`config.mk`:
```
export PLATFORM = sky130hd
export DESIGN_NAME = arithUnit
export DESIGN_NICKNAME = d
export VERILOG_FILES = /design/src/arithUnitPkg.sv /design/src/cmdSequencer.sv /design/src/operandRegs.sv /design/src/adderPath.sv /design/src/arithUnit.sv
export SDC_FILE = /design/constraint.sdc
export NUM_CORES = 1
export LEC_CHECK = 0
export BUFFER_PORTS_ARGS = -buffer_cell sky130_fd_sc_hd__buf_2
export CAP_MARGIN = 20
export CORE_MARGIN = 2
export CORE_UTILIZATION = 47
export DETAILED_ROUTE_END_ITERATION = 7
export PLACE_DENSITY = 0.66
export SLEW_MARGIN = 10
export SYNTH_ARGS = -nofsm -noshare
export SYNTH_HDL_FRONTEND = slang
export SYNTH_SLANG_ARGS = --single-unit
```
`constraint.sdc`:
```
create_clock -name CLK -period 6.9 [get_ports CLK]
set_input_delay 0.69 -clock CLK [delete_from_list [all_inputs] [get_ports CLK]]
set_output_delay 0.69 -clock CLK [all_outputs]
set_load 0.005 [all_outputs]
```
`src/arithUnitPkg.sv`:
```
////////////////////////////////////////
// Shared widths, opcodes and the command
// byte layout of the 16-bit arithmetic unit.
// Every design module takes it by a wildcard
// import in its header.
////////////////////////////////////////
`default_nettype none

package arithUnitPkg;

  localparam int regWidth  = 16;
  localparam int byteWidth = 8;
  localparam int mulSteps  = 8;
  localparam int stepWidth = 3;

  // Opcodes in command bits 6..5
  localparam logic [1:0] opLoad = 2'b00;
  localparam logic [1:0] opAdd  = 2'b01;
  localparam logic [1:0] opSub  = 2'b10;
  localparam logic [1:0] opMul  = 2'b11;

  // Command byte as seen by a load
  typedef struct packed {
    logic       signedMode;
    logic [1:0] op;
    logic [1:0] regSel;
    logic       rw;
    logic       start;
    logic       unused;
  } loadViewT;

  // Same byte as seen by add, sub and mul
  typedef struct packed {
    logic       signedMode;
    logic [1:0] op;
    logic [1:0] unusedHi;
    logic       useA;
    logic       start;
    logic       unusedLo;
  } arithViewT;

  // Bit 2 is rw for loads and useA otherwise
  typedef union packed {
    loadViewT  loadView;
    arithViewT arithView;
  } cmdWordT;

endpackage

`default_nettype wire

```
`src/cmdSequencer.sv`:
```
////////////////////////////////////////
// Control of the arithmetic unit. Accepts a
// started command while idle, drives the
// register and flag enables and steps the
// 8-cycle shift-and-add multiply.
////////////////////////////////////////
`timescale 1ns/10ps
`default_nettype none

module cmdSequencer
  import arithUnitPkg::*;
(
  input  logic                 CLK,
  input  logic                 RST,
  input  cmdWordT              cmd,
  input  logic                 operandBit,
  output logic                 busy,
  output logic                 done,
  output logic                 loadA,
  output logic                 loadB,
  output logic                 loadHigh,
  output logic                 readLatch,
  output logic                 accClear,
  output logic                 accWrite,
  output logic                 useA,
  output logic                 signedMode,
  output logic                 subtract,
  output logic                 mulMode,
  output logic                 flagLoad,
  output logic [stepWidth-1:0] step
);

  logic       accept;
  logic       isLoad;
  logic       isArith;
  logic       isMul;
  logic       lastStep;
  logic       signedReg;
  logic       useAReg;
  logic [1:0] opReg;
  logic [1:0] curOp;

  // Start counts only while idle
  assign accept   = cmd.loadView.start && !busy;
  assign isLoad   = cmd.loadView.op == opLoad;
  assign isArith  = (cmd.arithView.op == opAdd) || (cmd.arithView.op == opSub);
  assign isMul    = cmd.arithView.op == opMul;
  assign lastStep = busy && (step == stepWidth'(mulSteps - 1));

  // Live command when idle, captured one during multiply
  assign curOp      = busy ? opReg : cmd.arithView.op;
  assign signedMode = busy ? signedReg : cmd.arithView.signedMode;
  assign useA       = busy ? useAReg : cmd.arithView.useA;
  assign mulMode    = curOp == opMul;

  ////////////////////////////////////////
  // Register enables
  assign loadA     = accept && isLoad && cmd.loadView.rw && !cmd.loadView.regSel[1];
  assign loadB     = accept && isLoad && cmd.loadView.rw && cmd.loadView.regSel[1];
  assign loadHigh  = cmd.loadView.regSel[0];
  assign readLatch = accept && isLoad && !cmd.loadView.rw;
  assign accClear  = accept && isMul;
  // Partial product only when the operand bit is set
  assign accWrite  = (accept && isArith) || (busy && operandBit);

  // Signed multiply subtracts its top partial product
  assign subtract = (curOp == opSub) || (lastStep && signedReg);
  assign flagLoad = (accept && isArith) || lastStep;

  always_ff @(posedge CLK or negedge RST)
  begin
    if (!RST)
    begin
      opReg     <= opLoad;
      signedReg <= 1'b0;
      useAReg   <= 1'b0;
    end
    else if (accept)
    begin
      opReg     <= cmd.arithView.op;
      signedReg <= cmd.arithView.signedMode;
      useAReg   <= cmd.arithView.useA;
    end
  end

  ////////////////////////////////////////
  // Step counter, busy and done
  always_ff @(posedge CLK or negedge RST)
  begin
    if (!RST)
    begin
      busy <= 1'b0;
      done <= 1'b0;
      step <= '0;
    end
    else
    begin
      done <= (accept && !isMul) || lastStep;
      if (accept && isMul)
      begin
        busy <= 1'b1;
        step <= '0;
      end
      else if (busy)
      begin
        // Wraps back to 0 after the last step
        step <= step + 1'b1;
        if (lastStep)
          busy <= 1'b0;
      end
    end
  end

  // Opcode captured at acceptance keeps the multiply selected
  assert property (@(posedge CLK) disable iff (!RST) busy |-> mulMode)
    else $error("busy without multiply opcode");

  assert property (@(posedge CLK) disable iff (!RST) !(done && busy))
    else $error("done raised while busy");

endmodule

`default_nettype wire

```
`src/operandRegs.sv`:
```
////////////////////////////////////////
// Working registers A and B with their byte
// load paths, the read select register and
// the byte multiplexer onto dataOut.
////////////////////////////////////////
`timescale 1ns/10ps
`default_nettype none

module operandRegs
  import arithUnitPkg::*;
(
  input  logic                 CLK,
  input  logic                 RST,
  input  logic [byteWidth-1:0] operand,
  input  logic [1:0]           regSel,
  input  logic                 loadA,
  input  logic                 loadB,
  input  logic                 loadHigh,
  input  logic                 readLatch,
  input  logic                 accClear,
  input  logic                 accWrite,
  input  logic [regWidth-1:0]  sum,
  output logic [regWidth-1:0]  regA,
  output logic [regWidth-1:0]  regB,
  output logic [byteWidth-1:0] dataOut
);

  logic [1:0] readSel;

  ////////////////////////////////////////
  // Register A, byte loads only
  always_ff @(posedge CLK or negedge RST)
  begin
    if (!RST)
      regA <= '0;
    else if (loadA)
    begin
      if (loadHigh)
        regA[regWidth-1:byteWidth] <= operand;
      else
        regA[byteWidth-1:0] <= operand;
    end
  end

  ////////////////////////////////////////
  // Register B, also the accumulator
  always_ff @(posedge CLK or negedge RST)
  begin
    if (!RST)
      regB <= '0;
    else if (accClear)
      regB <= '0;
    else if (accWrite)
      regB <= sum;
    else if (loadB)
    begin
      if (loadHigh)
        regB[regWidth-1:byteWidth] <= operand;
      else
        regB[byteWidth-1:0] <= operand;
    end
  end

  // Read select, 00 A low up to 11 B high
  always_ff @(posedge CLK or negedge RST)
  begin
    if (!RST)
      readSel <= 2'b00;
    else if (readLatch)
      readSel <= regSel;
  end

  always_comb
  begin
    case (readSel)
      2'b00:   dataOut = regA[byteWidth-1:0];
      2'b01:   dataOut = regA[regWidth-1:byteWidth];
      2'b10:   dataOut = regB[byteWidth-1:0];
      default: dataOut = regB[regWidth-1:byteWidth];
    endcase
  end

  // Sequencer must never load and accumulate B together
  assert property (@(posedge CLK) disable iff (!RST) !(loadB && accWrite))
    else $error("loadB and accWrite both active");

endmodule

`default_nettype wire

```
`src/adderPath.sv`:
```
////////////////////////////////////////
// Addend selection, the 16-bit adder with
// carry-in and the overflow and negative
// flag registers.
////////////////////////////////////////
`timescale 1ns/10ps
`default_nettype none

module adderPath
  import arithUnitPkg::*;
(
  input  logic                 CLK,
  input  logic                 RST,
  input  logic [regWidth-1:0]  regA,
  input  logic [regWidth-1:0]  regB,
  input  logic [byteWidth-1:0] operand,
  input  logic                 useA,
  input  logic                 signedMode,
  input  logic                 subtract,
  input  logic                 mulMode,
  input  logic [stepWidth-1:0] step,
  input  logic                 flagLoad,
  output logic [regWidth-1:0]  sum,
  output logic                 overflow,
  output logic                 negative
);

  logic [regWidth-1:0] opExt;
  logic [regWidth-1:0] aLowExt;
  logic [regWidth-1:0] mulTerm;
  logic [regWidth-1:0] srcX;
  logic [regWidth-1:0] addend;
  logic                carryOut;
  logic                ovfNext;
  logic                negNext;

  // Sign or zero extension of the byte sources
  assign opExt   = {{(regWidth - byteWidth){signedMode & operand[byteWidth-1]}}, operand};
  assign aLowExt = {{(regWidth - byteWidth){signedMode & regA[byteWidth-1]}},
                    regA[byteWidth-1:0]};

  // Zero term for a clear operand bit, so sum equals B then
  assign mulTerm = operand[step] ? (aLowExt << step) : '0;

  ////////////////////////////////////////
  // Adder, B plus or minus the addend
  assign srcX   = mulMode ? mulTerm : (useA ? regA : opExt);
  assign addend = subtract ? ~srcX : srcX;
  assign {carryOut, sum} = {1'b0, regB} + {1'b0, addend} + {{regWidth{1'b0}}, subtract};

  always_comb
  begin
    if (mulMode)
    begin
      ovfNext = 1'b0;
      negNext = signedMode & sum[regWidth-1];
    end
    else if (signedMode)
    begin
      // Same input signs, different result sign
      ovfNext = (regB[regWidth-1] == addend[regWidth-1]) &&
                (sum[regWidth-1] != regB[regWidth-1]);
      negNext = sum[regWidth-1];
    end
    else
    begin
      ovfNext = !subtract && carryOut;
      negNext = subtract && !carryOut;
    end
  end

  always_ff @(posedge CLK or negedge RST)
  begin
    if (!RST)
    begin
      overflow <= 1'b0;
      negative <= 1'b0;
    end
    else if (flagLoad)
    begin
      overflow <= ovfNext;
      negative <= negNext;
    end
  end

endmodule

`default_nettype wire

```
`src/arithUnit.sv`:
```
////////////////////////////////////////
// Top of the 16-bit arithmetic unit. Joins
// the sequencer, the working registers and
// the adder path.
////////////////////////////////////////
`timescale 1ns/10ps
`default_nettype none

module arithUnit
  import arithUnitPkg::*;
(
  input  logic                 CLK,
  input  logic                 RST,
  input  cmdWordT              cmd,
  input  logic [byteWidth-1:0] operand,
  output logic [byteWidth-1:0] dataOut,
  output logic                 overflow,
  output logic                 negative,
  output logic                 done,
  output logic                 busy
);

  logic                 loadA;
  logic                 loadB;
  logic                 loadHigh;
  logic                 readLatch;
  logic                 accClear;
  logic                 accWrite;
  logic                 useA;
  logic                 signedMode;
  logic                 subtract;
  logic                 mulMode;
  logic                 flagLoad;
  logic [stepWidth-1:0] step;
  logic [regWidth-1:0]  regA;
  logic [regWidth-1:0]  regB;
  logic [regWidth-1:0]  sum;

  cmdSequencer seq_i (
    .CLK        (CLK),
    .RST        (RST),
    .cmd        (cmd),
    .operandBit (operand[step]),
    .busy       (busy),
    .done       (done),
    .loadA      (loadA),
    .loadB      (loadB),
    .loadHigh   (loadHigh),
    .readLatch  (readLatch),
    .accClear   (accClear),
    .accWrite   (accWrite),
    .useA       (useA),
    .signedMode (signedMode),
    .subtract   (subtract),
    .mulMode    (mulMode),
    .flagLoad   (flagLoad),
    .step       (step)
  );

  operandRegs regs_i (
    .CLK       (CLK),
    .RST       (RST),
    .operand   (operand),
    .regSel    (cmd.loadView.regSel),
    .loadA     (loadA),
    .loadB     (loadB),
    .loadHigh  (loadHigh),
    .readLatch (readLatch),
    .accClear  (accClear),
    .accWrite  (accWrite),
    .sum       (sum),
    .regA      (regA),
    .regB      (regB),
    .dataOut   (dataOut)
  );

  adderPath adder_i (
    .CLK        (CLK),
    .RST        (RST),
    .regA       (regA),
    .regB       (regB),
    .operand    (operand),
    .useA       (useA),
    .signedMode (signedMode),
    .subtract   (subtract),
    .mulMode    (mulMode),
    .step       (step),
    .flagLoad   (flagLoad),
    .sum        (sum),
    .overflow   (overflow),
    .negative   (negative)
  );

endmodule

`default_nettype wire

```
[Word-level counts from Yosys, hierarchy flattened]
Cells that the tools add are included.
Storage, ports and cells
  word-level logic and storage cells: 93
  input port bits: 18
  output and inout port bits: 12
  flip-flop bits (word level): 45
Cells by class
  shift operators: 1
  $lt $le $gt $ge: 1
  add/subtract/negate cells: 3
  equality and inequality tests: 11
  reduce and logical (&&, ||, !) cells: 35
  bitwise gates (word level): 5
  multiplexer cells: 24
Operator list (number)
  $mux W16: 7
  $pmux W8 S3: 1
  $add A16 B16 Y17: 1
  $add A17 B1 Y17: 1
  $mux W8: 2
  $not A16 Y16: 1
  $shl A16 B3 Y16: 1
  $logic_and A1 B1 Y1: 15
  $eq A2 B2 Y1 const B: 5
  $mux W1: 10
  $reduce_and A2 Y1: 4
  $logic_not A1 Y1: 6
  $mux W3: 2
  $reduce_bool A3 Y1: 2
  $logic_or A1 B1 Y1: 5
  $eq A2 B1 Y1 const B: 2
  $logic_not A2 Y1: 2
  $lt A3 B4 Y1 const B: 1
  $add A3 B1 Y3 const B: 1
  $and A1 B1 Y1: 3
  $bmux W1 S3: 1
  $eq A3 B3 Y1 const B: 1
  $ne A3 B1 Y1 const B: 1
  $mux W2: 1
  4 further kinds: 4

[Longest topological paths before layout]
Gate-level depths: netlist of run 1.
  word-level depth: 13
  gate-level depth with buffers: 19

[Hierarchy]
From an unflattened synthesis of run 1, not the netlist that was laid out.
Unflattened totals
  cell total of the unflattened synthesis: 440
  area total of the unflattened synthesis: 4214.0 µm²
By module, submodules not included
  adderPath: cells each 253, area each 1871.8 µm², seq. area each 50.0 µm², instances 1
  operandRegs: cells each 122, area each 1712.9 µm², seq. area each 850.8 µm², instances 1
  cmdSequencer: cells each 62, area each 565.5 µm², seq. area each 225.2 µm², instances 1
  arithUnit: cells each 3, area each 63.8 µm², seq. area each 0.0 µm², instances 1

[Worst setup path before layout of run 1]
OpenSTA, ideal clock, no wires.
  kind: input-to-reg
  start: in operand[3]
  end: reg adder_i.negative
  path buffers: 2
  data arrival time: 4.124 ns
  slack: 2.691 ns
  data required time: 6.814 ns
  stages: 15
  setup time: 0.086 ns
  cells stage by stage: mux4_2 > mux2_2 > nand2_1 > clkbuf_1 > o22ai_1 > xor2_1 > ha_1 > clkbuf_1 > nand3_1 > or4_1 > o32a_1 > o31ai_1 > nor2_1 > or3_1 > a32oi_1
Between the ends
  cells in the longest elaborated chain, start to end: 12
  elaborated cells on any way between the ends: 14
Ends and longest elaborated chain
  start, declared: RTL line arithUnit.sv:15  | input logic [byteWidth-1:0] operand,
  $bmux W1 S3: RTL line adderPath.sv:43  | assign mulTerm = operand[step] ? (aLowExt << step) : '0;
  $mux W1 (not written as such): RTL line adderPath.sv:43
  $mux W16: RTL line adderPath.sv:43
  $mux W16 *: RTL line adderPath.sv:47  | assign srcX = mulMode ? mulTerm : (useA ? regA : opExt);
  $not A16 Y16: RTL line adderPath.sv:48  | assign addend = subtract ? ~srcX : srcX;
  $mux W16 *: RTL line adderPath.sv:48
  $add A16 B16 Y17 *: RTL line adderPath.sv:49  | assign {carryOut, sum} = {1'b0, regB} + {1'b0, addend} + {{regWidth{1'b0}}, subtract};
  $add A17 B1 Y17 *: RTL line adderPath.sv:49
  $logic_not A1 Y1: RTL line adderPath.sv:68  | negNext = subtract && !carryOut;
  $logic_and A1 B1 Y1: RTL line adderPath.sv:68
  $mux W1: RTL line adderPath.sv:58  | else if (signedMode)
  $mux W1 *: RTL line adderPath.sv:53  | if (mulMode)
  end signal, assigned: RTL line adderPath.sv:82  | negative <= negNext;
  end, declared: RTL line adderPath.sv:25  | output logic negative
Mark *: on every way between the ends. The rest lies on a longest branch, timed or not. The select of a mux whose other input is x is not followed.
A chain may end at the register's enable or synchronous reset.

[Worst setup path in the final report of run 1]
  start: reg seq_i.step[1]
  end: reg regs_i.regB[13]
Between the ends
  cells in the longest elaborated chain, start to end: 10
  elaborated cells on any way between the ends: 20
Ends and longest elaborated chain
  start, declared: RTL line cmdSequencer.sv:30  | output logic [stepWidth-1:0] step
  start signal, assigned: RTL line cmdSequencer.sv:107  | step <= step + 1'b1;
  $bmux W1 S3: RTL line adderPath.sv:43, arithUnit.sv:43
  $mux W1 (not written as such): RTL line adderPath.sv:43, arithUnit.sv:43
  $mux W16: RTL line adderPath.sv:43
  $mux W16: RTL line adderPath.sv:47
  $not A16 Y16: RTL line adderPath.sv:48
  $mux W16: RTL line adderPath.sv:48
  $add A16 B16 Y17: RTL line adderPath.sv:49
  $add A17 B1 Y17: RTL line adderPath.sv:49
  $mux W16: RTL line operandRegs.sv:53  | else if (accWrite)
  $mux W16: RTL line operandRegs.sv:51  | else if (accClear)
  end signal, assigned: RTL line operandRegs.sv:54  | regB <= sum;
  end signal, assigned by index: RTL line operandRegs.sv:58  | regB[regWidth-1:byteWidth] <= operand;
  end signal, assigned by index: RTL line operandRegs.sv:60  | regB[byteWidth-1:0] <= operand;
  end, declared: RTL line operandRegs.sv:24  | output logic [regWidth-1:0] regB,
Several ways; a longest one is shown, not always the timed one. The select of a mux whose other input is x is not followed.

==> summary by stage, run 1 <==
Global routing
The first-pass GRT wire length is about 18000 µm. For this run the aggregate overflow at the end of global routing stands at 0. The pin count of the biggest net entering global routing is 46. Across every metal layer, demand over resource in global routing totals 25.3%. The number of antenna violations at the first check in global routing is 0. The via count of the first global-routing pass came to 3393.

STA
The total negative setup slack is 0 ns. The clock period minus worst slack is 5.19 ns. The number of pins exceeding their max-slew limit in the final report is 0. Of the available clock period, the critical path in the final layout requires approximately 75%. The relative slew slack is approximately 30%. The pin slew with the least headroom to its limit is roughly 1.1 ns. The peak clock frequency supported by timing is 193 MHz. The worst setup skew after layout is 0.00412 ns. The hold violation count in the final report was 0. Setup violations remaining at the end of the flow were counted as 0. Setup repair after global routing left no endpoint under its margin.

Cells and area
In the final design database the tool counted 479 nets. The multi-input logic area is 0.00265 mm². The synthesis-to-finish area growth is 7.22%. The layout cell share with drive strength beyond 1 is 19.0%. The diode insertion count for antenna repair is 0. The total area of sequential cells is 0.00113 mm². The filler cell count is 760.

Logic synthesis
For this run, asynchronously set or reset flops after synthesis account for 100%. The post-synthesis instance area is 0.00395 mm². The average cell area after synthesis is 9.22 µm². The net count after synthesis is 467. The count of distinct cell types in the synthesized netlist is 60.

The proportion of synthesized chip area in sequential cells is 28.5%. By area the synthesized netlist is led by dfrtp_1, mux4_2, mux2_2. Counting flops with a built-in enable in the synthesized netlist gives 0. The xor and xnor fraction of the mapped netlist area is 5.98%. The synthesized design contains 45 register bits.

Measured against the total synthesized area, the mux share comes to 20.0%. After synthesis, the most frequently instantiated cells are dfrtp_1, a21oi_1, nand2_1, mux2_2, nor2_1. The most common flop cell mapped by yosys is dfrtp_1. The Yosys step of the flow raised 0 warnings. The simple-gate share of the synthesized area is a little over an eighth. Summed over all instances, the cell type with the most area after synthesis is dfrtp_1. The most frequent cell after synthesis is dfrtp_1.

By area, the combinational part of the netlist is dominated by compound AO/OA/AOI/OAI gates. The area share of the leading cell type in the synthesized netlist is between 20% and 30%. Synthesis handed over a netlist of between 400 and 500 instances.

The share of the synthesized area in compound gates (AO/OA/AOI/OAI) is 20.7%. Summing the areas of all fa, ha and maj instances in the mapped netlist gives under 10% of the synthesized area.

Detailed routing
The number of antenna-violating nets in the routed design is 0. The total wire length after detailed routing is 10900 µm. After detailed routing, the average wire length per cell comes to 20.0 µm. The number of detailed-route iterations in the first pass is 5. Detailed routing inserted a total of 3442 vias. The detailed-route DRC error count is 0. The number of DRC markers after the initial detailed-route iteration is between 200 and 300.

Using the TritonRoute via totals, the vias-per-cell ratio works out to 6.30.

Critical path
The count of cells along the worst register-to-register path is 15. Data on the critical path arrives at its endpoint at around 5.4 ns. Counting buffers and inverters, the worst setup path is 15 cells deep. Walking the worst path, the cells encountered are ha_1 > ha_1 > nand2_1 > o21ai_0 > a22o_1 > xor2_1 > ha_1 > a21o_1 > a21o_1 > a2111oi_0 > nor2_1 > a211oi_1 > o21ai_0 > a2111o_1 > and3_1. The critical path ends at regs_i.regB[13]$_DFFE_PN0P_.

The category of cells accounting for the largest share of critical-path delay is compound AO/OA/AOI/OAI gates. Counting both buffers and inverters, the worst setup path holds a total of 0. The worst register-to-register path begins at seq_i.step[1]$_DFFE_PN0P_.

Data on the critical path is required at its endpoint by 7.10 ns. The critical path starts at seq_i.step[1]$_DFFE_PN0P_. The startpoint kind of the worst setup timing path is a register.

In this run the critical register-to-register path is captured at regs_i.regB[13]$_DFFE_PN0P_. The cell at the slowest stage of the critical path is a22o_1. Setup slack on the worst reg-to-reg path comes out at around 1.7 ns.

The largest single stage delay on the critical path is just over 0.8 ns. STA classifies the critical path endpoint as a register. The dominant cell type by count on the critical path is ha_1. The largest fanout of any net on the critical path is 19. The type of the worst setup path is reg -> reg.

Clock tree
The maximum root-to-sink buffer count is 2. TritonCTS built the clock tree. The library cell used as clock root buffer is clkbuf_8. The clock transition at the register clock pins on the worst setup and hold paths after CTS is approximately 0.09 ns. Clock latency on the worst-skew pair, taken at its later pin, is 0.30 ns. The number of buffers added for setup after CTS is 0. In this run, post-CTS repair resized a total of 0 instances. The number of H-tree levels is 2. The clock net in this run drives a total of 45 sinks. The quantity of hold-fixing buffers added after cts is 0. The number of clock buffers added by TritonCTS is 5.

Worst hold path
In this run the worst hold path is classified as in -> async.

Floorplan
The total core area is 0.00818 mm². 30 I/O pins were placed. The height of the chip is 95.7 µm. The die covers 0.00916 mm². For this configuration, the core starts out at a cell density of 48.4%.

In this run the horizontal extent of the chip is 95.7 µm. The site row count is 33.

Run status
The run finished with clean final reports.

Placed design
At the end of routability-driven placement, the weighted congestion stood at a little over 0.9. The half-perimeter wire length after placement is 8050 µm. The count of buffers added on input and output ports is 28.

Run
The number of maximum-capacitance constraint violations is 0.
[metal layers]
metal | GRT usage [%] | vias up | part of all wire [%]
li1 | - | 1635 | -
met1 | 35.8 | 1699 | 47
met2 | 40.1 | 89 | 47
met3 | 2.74 | 19 | 4.0
met4 | 9.52 | 0 | 2.5
met5 | 0 | - | 0
[registers in the layout, summed over array words and instances (netlist names)]
name,flops
seq_i.busy,1
regs_i.regB,16
adder_i.negative,1
seq_i.done,1
seq_i.signedReg,1
adder_i.overflow,1
seq_i.useAReg,1
seq_i.step,3
regs_i.readSel,2
regs_i.regA,16
seq_i.opReg,2
[placed cells by master (no fill, tap or decap), types with 5 or more instances in the layout]
cell	n
clkbuf_8	6
o22ai_1	11
ha_1	19
nand2_1	36
o21ai_0	23
xor2_1	19
nor2b_1	5
mux2_2	27
and3_1	6
nor2_1	27
a21o_1	7
nand3_1	16
mux4_2	14
dfrtp_1	45
buf_2	28
o31ai_1	6
inv_1	17
xnor2_1	8
mux2i_1	15
a21oi_1	38
[logic make-up after synthesis]
logic type / after synthesis
muxes: 57
adders and majority gates: 20
and+or+nand+nor: 113
buffers and inverters: 44
DFF: 45
AOI/OAI and AO/OA: 123
xor gates and xnor gates: 27
[worst register-to-register path, cell delays in order (launching register included)]
cell and delay (ns):
dfrtp_1 0.79, ha_1 0.27, ha_1 0.21, nand2_1 0.06
o21ai_0 0.07, a22o_1 0.83, xor2_1 0.19, ha_1 0.39
a21o_1 0.21, a21o_1 0.18, a2111oi_0 0.60, nor2_1 0.14
a211oi_1 0.33, o21ai_0 0.25, a2111o_1 0.40, and3_1 0.16
[metrics by stage]
stage          setup slack [ns]  utilization [%]  cell area [µm²]  hold WS, ns  cells
2_1_floorplan              2.69                -             3950        0.394    429
3_3_place_gp               1.89             50.6             4130        0.488    538
3_5_place_dp               1.83             50.6             4130        0.492    538
4_1_cts                    1.79             51.6             4220        0.511    545
5_1_grt                    1.40             51.9             4240        0.389    546
6_report                   1.71             51.9             4240        0.354    546
[cell type report]
class / instances / area share [%]
Multi-Input combinational cell: 340 / 62.5
Sequential cell: 45 / 26.6
Timing Repair Buffer: 32 / 4.31
Tap cell: 105 / 3.10
Clock buffer: 7 / 2.04
Inverter: 17 / 1.51
[worst min path at each step]
stage	from	to	slack, ns	cells past startpoint
3_3_place_gp	adder_i.overflow$_DFFE_PN0P_	adder_i.overflow$_DFFE_PN0P_	0.49	1
6_report	RST	seq_i.opReg[0]$_DFFE_PN0P_	0.35	1
4_1_cts	adder_i.overflow$_DFFE_PN0P_	adder_i.overflow$_DFFE_PN0P_	0.51	1
2_1_floorplan	RST	adder_i.negative$_DFFE_PN0P_	0.39	0
3_5_place_dp	adder_i.overflow$_DFFE_PN0P_	adder_i.overflow$_DFFE_PN0P_	0.49	1
5_1_grt	RST	regs_i.readSel[1]$_DFFE_PN0P_	0.39	1
Power of run 1 is not shown: default switching activity piles up to over one toggle a cycle in this logic, so the estimate is an artifact.
==> inputs of run 2 (changes only) <==
==> constraint.sdc (replaced) <==
create_clock -name CLK -period 5.2 [get_ports CLK]
set_input_delay 0.52 -clock CLK [delete_from_list [all_inputs] [get_ports CLK]]
set_output_delay 0.52 -clock CLK [all_outputs]
set_load 0.005 [all_outputs]
==> run 2 against run 1 <==
Non-clock buffer count grew 5. Global-route usage shrank 0.26 points. Setup slack lost 1.2 ns. Final cell count grew 1.1%. Worst hold slack lost 0.28 ns. Clock skew grew 0.0031 ns. Critical path depth shrank 1. Count of clock-buffer cells in the layout is the same. Highest routed layer unchanged. Critical endpoint is now adder_i.overflow$_DFFE_PN0P_. Register-to-register slack lost 1.2 ns.
==> summary by stage, run 2 (same netlist as run 1, synthesis figures left out) <==
Critical path
The type of the worst setup path was reg -> reg (unchanged). The data required time of the critical path came to 5.40 ns (was 7.10 ns). The endpoint arrival time on the critical path came to 4.91 ns (was 5.39 ns). The startpoint kind of the worst setup timing path was a register (unchanged). The largest fanout of any net on the critical path came to 18 (was 19). The count of cells along the worst register-to-register path came to 14 (was 15).

The category of the worst setup path capture point is a register (unchanged). The reg-to-reg setup timing slack is 0.49 ns (was 1.71 ns). The destination of the worst register-to-register timing path was adder_i.overflow$_DFFE_PN0P_ (was regs_i.regB[13]$_DFFE_PN0P_). The start of the worst register-to-register path is seq_i.busy$_DFF_PN0_ (was seq_i.step[1]$_DFFE_PN0P_).

Floorplan
The site row count was 33 (unchanged). The width of the chip is 95.7 µm (unchanged). The height of the chip is 95.7 µm (unchanged). The total core area is 0.00818 mm² (unchanged).

The starting utilization of the core area is 48.4% (unchanged). The number of top-level pins was 30 (unchanged). The die area is 0.00916 mm² (unchanged).

STA
The smallest hold slack came to 0.0738 ns (was 0.354 ns). The relative slew slack is 32.2% (was 29.2%). The period utilization is 90.6% (was 75.2%). The hold violation count in the final report came to 0 (unchanged).

Unrepaired setup endpoints after global routing: false (unchanged). The pin slew with the least headroom to its limit came to 1.01 ns (was 1.06 ns). The worst path setup slack after routing is 0.487 ns (was 1.71 ns). The peak clock frequency supported by timing is 212 MHz (was 193 MHz). The setup-violating endpoint count in the final report is 0 (unchanged). The number of pins exceeding their max-slew limit in the final report is 0 (unchanged). The clock period minus worst slack is 4.71 ns (was 5.19 ns). The total negative setup slack was 0 ns (unchanged). The worst setup skew after layout is 0.00722 ns (was 0.00412 ns).

Global routing
The via count of the first global-routing pass was 3338 (was 3393). The number of antenna violations at the first check in global routing came to 0 (unchanged). The remaining global-route overflow is 0 (unchanged). The pin count of the biggest net entering global routing was 46 (unchanged). The aggregate global-route resource usage is 25.1% (was 25.3%). The first-pass GRT wire length came to 17600 µm (was 17900 µm).

Detailed routing
The detail-routed via count per cell came to 6.36 (was 6.30). The number of vias after detailed routing is 3513 (was 3442). The total wire length after detailed routing was 11000 µm (was 10900 µm). The number of antenna-violating nets in the routed design came to 0 (unchanged).

The detailed-route DRC error count is 0 (unchanged). The routed wire length per instance was 20.0 µm (about the same). The number of DRC markers after the initial detailed-route iteration was 223 (was 251).

The number of detailed-route iterations in the first pass is 5 (unchanged).

Cells and area
The multi-input logic area is 0.00265 mm² (unchanged). The synthesis-to-finish area growth is 8.92% (was 7.22%). The layout cell share with drive strength beyond 1 is 20.1% (was 19.0%). Biggest regs: regs_i.regA x16, regs_i.regB x16, seq_i.step x3 (unchanged). The total area of sequential cells is 0.00113 mm² (unchanged).

Highest-count cells in the layout ignoring fill and taps: dfrtp_1, a21oi_1, nand2_1, buf_2 (unchanged). The net total in the final layout was 484 (was 479). The filler cell count is 770 (was 760). The commonest non-fill, non-tap cell in the layout is dfrtp_1 (unchanged). The diode insertion count for antenna repair is 0 (unchanged).

Placed design
The count of buffers inserted at the top-level ports is 28 (unchanged). The half-perimeter wire length after placement is 8110 µm (was 8050 µm). The worst slack at placement is 0.563 ns (was 1.83 ns). The routability-driven placement congestion ratio came to 0.911 (was 0.920).

Run status
Outcome: completed (unchanged).

Clock tree
The insertion delay of the later-clocked pin in the worst-skew pair is 0.31 ns (was 0.30 ns). The clock tree from TritonCTS is built (unchanged). The total clock buffers created by CTS is 5 (unchanged).

The quantity of hold-fixing buffers added after cts came to 0 (unchanged). The number of H-tree levels is 2 (unchanged). The number of buffers added for setup after CTS is 0 (unchanged). The maximum root-to-sink buffer count is 2 (unchanged). The number of cells upsized or downsized after cts came to 0 (unchanged). The library cell used as clock root buffer is clkbuf_8 (unchanged). The clock net sink count is 45 (unchanged).

The clock transition at the register clock pins on the worst setup and hold paths after CTS is 0.09 ns (about the same).

Worst hold path
The kind of path behind the tightest hold check was in -> async (unchanged).

Run
The number of maximum-capacitance constraint violations was 0 (unchanged).
## run 2: changes by cell type in the layout (fill, tap and decap cells not counted)
cell / previous run / this run
buf_4: 3 / 8
bufinv_16: 0 / 1
## run 2: cell type report
class	instances	share of cell area [%]
multi-input combinational	340	61.5
sequential	45	26.1
timing repair buffer	37	5.11
tap	105	3.05
clock buffer	7	2.00
inverter	17	1.48
clock inverter	1	0.697
## run 2: critical path: stages (launching register included)
cell,delay [ns]
dfrtp_1,0.76
nand3_1,0.31
nand2_1,0.37
nand2_1,0.33
o22ai_1,0.28
xor2_1,0.26
ha_1,0.34
a21oi_1,0.19
nor2b_1,0.07
a311oi_1,0.56
o2111ai_1,0.25
a221oi_1,0.38
o32a_1,0.19
a21oi_1,0.06
mux2_2,0.27
## run 2: how the worst max path moves through the flow
stage / startpoint / to / slack, ns / cells after the start
floorplan: seq_i.step[0]$_DFFE_PN0P_ / regs_i.regB[13]$_DFFE_PN0P_ / 1.03 / 17
global placement: seq_i.busy$_DFF_PN0_ / adder_i.overflow$_DFFE_PN0P_ / 0.66 / 14
detailed placement: seq_i.busy$_DFF_PN0_ / adder_i.overflow$_DFFE_PN0P_ / 0.56 / 14
CTS: seq_i.busy$_DFF_PN0_ / adder_i.overflow$_DFFE_PN0P_ / 0.54 / 14
global route: seq_i.busy$_DFF_PN0_ / adder_i.overflow$_DFFE_PN0P_ / 0.23 / 14
finish: seq_i.busy$_DFF_PN0_ / adder_i.overflow$_DFFE_PN0P_ / 0.49 / 14
## run 2: per-layer routing
metal	track usage, %	share of wire [%]	up-vias
li1	-	-	1641
met1	34.3	45	1736
met2	41.8	48	116
met3	2.74	4.8	20
met4	7.86	2.2	0
met5	0	0	-
## run 2: per-stage QoR
step | util, % | instance area, µm² | instances
CTS | 52.4 | 4290 | 551
global route | 52.7 | 4310 | 552
floorplan | - | 3950 | 429
detailed placement | 51.0 | 4170 | 543
finish | 52.7 | 4310 | 552
global placement | 51.0 | 4170 | 543
Power of run 2 is left out for the same reason.
==> inputs of run 3 (changes only) <==
--- a/config.mk
+++ b/config.mk
@@ -8,9 +8,9 @@
 export BUFFER_PORTS_ARGS = -buffer_cell sky130_fd_sc_hd__buf_2
 export CAP_MARGIN = 20
 export CORE_MARGIN = 2
-export CORE_UTILIZATION = 47
+export CORE_UTILIZATION = 40
 export DETAILED_ROUTE_END_ITERATION = 7
-export PLACE_DENSITY = 0.66
+export PLACE_DENSITY = 0.58
 export SLEW_MARGIN = 10
 export SYNTH_ARGS = -nofsm -noshare
 export SYNTH_HDL_FRONTEND = slang
==> run 3 against run 2 <==
Worst hold slack improved by 0.0064 ns. Non-clock buffer count increased by 1. Count of clock-buffer cells in the layout down 2. Cell area is 0.46% higher. Die area increased by 17%. Clock skew is 0.011 ns higher. Setup slack improved by 0.080 ns. Critical endpoint is now adder_i.negative$_DFFE_PN0P_.
==> summary by stage, run 3 (same netlist as run 1, synthesis figures left out) <==
Critical path
The type of the worst setup path is reg -> reg (unchanged). The largest fanout of any net on the critical path is 18 (unchanged). The endpoint arrival time on the critical path is 4.86 ns (was 4.91 ns).

The category of the worst setup path capture point is a register (unchanged). The startpoint kind of the worst setup timing path is a register (unchanged). The data required time of the critical path is 5.43 ns (was 5.40 ns).

Cells and area
The layout cell share with drive strength beyond 1 came to 20.5% (was 20.1%). The diode insertion count for antenna repair is 0 (unchanged). The net total in the final layout is 485 (was 484). Highest-count cells in the layout ignoring fill and taps: dfrtp_1, a21oi_1, nand2_1, buf_2 (unchanged). Biggest regs: regs_i.regA x16, regs_i.regB x16, seq_i.step x3 (unchanged). The synthesis-to-finish area growth is 9.43% (was 8.92%).

The commonest non-fill, non-tap cell in the layout is dfrtp_1 (unchanged).

STA
The period utilization was 89.1% (was 90.6%). The pin slew with the least headroom to its limit is 1.01 ns (about the same). The total negative setup slack is 0 ns (unchanged). The worst setup skew after layout is 0.0178 ns (was 0.00722 ns).

The relative slew slack is 32.0% (was 32.2%). The clock period minus worst slack is 4.63 ns (was 4.71 ns). The hold violation count in the final report was 0 (unchanged). The number of pins exceeding their max-slew limit in the final report is 0 (unchanged). The setup-violating endpoint count in the final report is 0 (unchanged). The worst path setup slack after routing was 0.567 ns (was 0.487 ns). The peak clock frequency supported by timing came to 216 MHz (was 212 MHz). Unrepaired setup endpoints after global routing: false (unchanged).

Global routing
The pin count of the biggest net entering global routing was 46 (unchanged). The via count of the first global-routing pass came to 3254 (was 3338). The number of antenna violations at the first check in global routing is 0 (unchanged). The remaining global-route overflow came to 0 (unchanged). The first-pass GRT wire length came to 18000 µm (was 17600 µm). The aggregate global-route resource usage is 22.1% (was 25.1%).

Clock tree
The quantity of hold-fixing buffers added after cts is 0 (unchanged). The number of cells upsized or downsized after cts is 0 (unchanged). The number of H-tree levels came to 2 (unchanged). The library cell used as clock root buffer is clkbuf_8 (unchanged).

The clock transition at the register clock pins on the worst setup and hold paths after CTS came to 0.11 ns (was 0.09 ns). The clock tree from TritonCTS is built (unchanged). The insertion delay of the later-clocked pin in the worst-skew pair came to 0.31 ns (about the same).

The number of buffers added for setup after CTS came to 0 (unchanged). The total clock buffers created by CTS is 5 (unchanged). The clock net sink count was 45 (unchanged). The maximum root-to-sink buffer count is 2 (unchanged).

Detailed routing
The number of DRC markers after the initial detailed-route iteration is 199 (was 223). The detail-routed via count per cell is 6.00 (was 6.36). The number of detailed-route iterations in the first pass came to 5 (unchanged). The detailed-route DRC error count is 0 (unchanged). The routed wire length per instance is 19.5 µm (was 20.0 µm).

The number of vias after detailed routing was 3485 (was 3513). The total wire length after detailed routing came to 11300 µm (was 11000 µm). The number of antenna-violating nets in the routed design came to 0 (unchanged).

Placed design
The routability-driven placement congestion ratio is 0.943 (was 0.911). The half-perimeter wire length after placement is 8450 µm (was 8110 µm). The count of buffers inserted at the top-level ports is 28 (unchanged). The worst slack at placement is 0.666 ns (was 0.563 ns).

Run status
Outcome: completed (unchanged).

Floorplan
The width of the chip came to 103 µm (was 95.7 µm). The number of top-level pins was 30 (unchanged). The die area is 0.0107 mm² (was 0.00916 mm²).

The total core area is 0.00968 mm² (was 0.00818 mm²). The height of the chip is 103 µm (was 95.7 µm). The starting utilization of the core area was 40.8% (was 48.4%). The site row count is 36 (was 33).

Worst hold path
The kind of path behind the tightest hold check was in -> async (unchanged).

Run
The number of maximum-capacitance constraint violations came to 0 (unchanged).
run 3: cell types whose count changed in the layout (fill, tap and decap cells not counted), sizes merged:
cell      previous run  this run
buf                 37        38
clkinvlp             0         1
bufinv               1         0
clkbuf               7         5
inv                 17        18
clkinv               0         1
run 3: area by class of cell:
class                           count  area, µm²
Fill cell                         975       5360
Multi-Input combinational cell    340       2650
Sequential cell                    45       1130
Timing Repair Buffer               38        228
Tap cell                          133        166
Clock buffer                        5       68.8
Inverter                           17       63.8
Clock inverter                      3       25.0
run 3: path summary, 6_finish.rpt:
| check | startpoint | end | slack [ns] | depth (start not counted) |
|---|---|---|---|---|
| worst min register to register | adder_i.overflow$_DFFE_PN0P_ | adder_i.overflow$_DFFE_PN0P_ | 0.53 | 1 |
| min in group CLK | cmd[7] | seq_i.signedReg$_DFFE_PN0P_ | 0.47 | 2 |
| worst max-delay path | seq_i.busy$_DFF_PN0_ | adder_i.negative$_DFFE_PN0P_ | 0.57 | 14 |
| max in group asynchronous | RST | regs_i.regB[11]$_DFFE_PN0P_ | 4.61 | 2 |
| worst min-delay path | RST | seq_i.done$_DFF_PN0_ | 0.08 | 1 |
| worst max register to register | seq_i.busy$_DFF_PN0_ | adder_i.negative$_DFFE_PN0P_ | 0.57 | 14 |
run 3: worst max-delay path, cell delays in order (launching register included):
cell,delay (ns)
dfrtp_1,0.77
nand3_1,0.26
nand2_1,0.38
nand2_1,0.35
a211o_1,0.31
o21ai_0,0.16
xor2_1,0.13
ha_1,0.44
nand3_1,0.14
or4_1,0.51
o32a_1,0.30
o31ai_1,0.13
nor2_1,0.15
or3_1,0.33
a32oi_1,0.19
run 3: layer usage:
layer	part of all wire (%)	vias to the layer above	GRT usage (%)
met3	3.4	14	2.02
met2	48	86	36.4
li1	-	1647	-
met1	47	1738	31.5
met5	0	-	0
met4	1.6	0	4.96
run 3: stage by stage:
| step | utilization [%] | cells | hold WS [ns] | cell area, µm² |
|---|---|---|---|---|
| 2_1_floorplan | - | 429 | 0.224 | 3950 |
| 3_3_place_gp | 43.5 | 572 | 0.496 | 4210 |
| 3_5_place_dp | 43.5 | 572 | 0.513 | 4210 |
| 4_1_cts | 44.5 | 580 | 0.427 | 4310 |
| 5_1_grt | 44.7 | 581 | 0.0872 | 4330 |
| 6_report | 44.7 | 581 | 0.0802 | 4330 |
Power of run 3 is left out for the same reason.
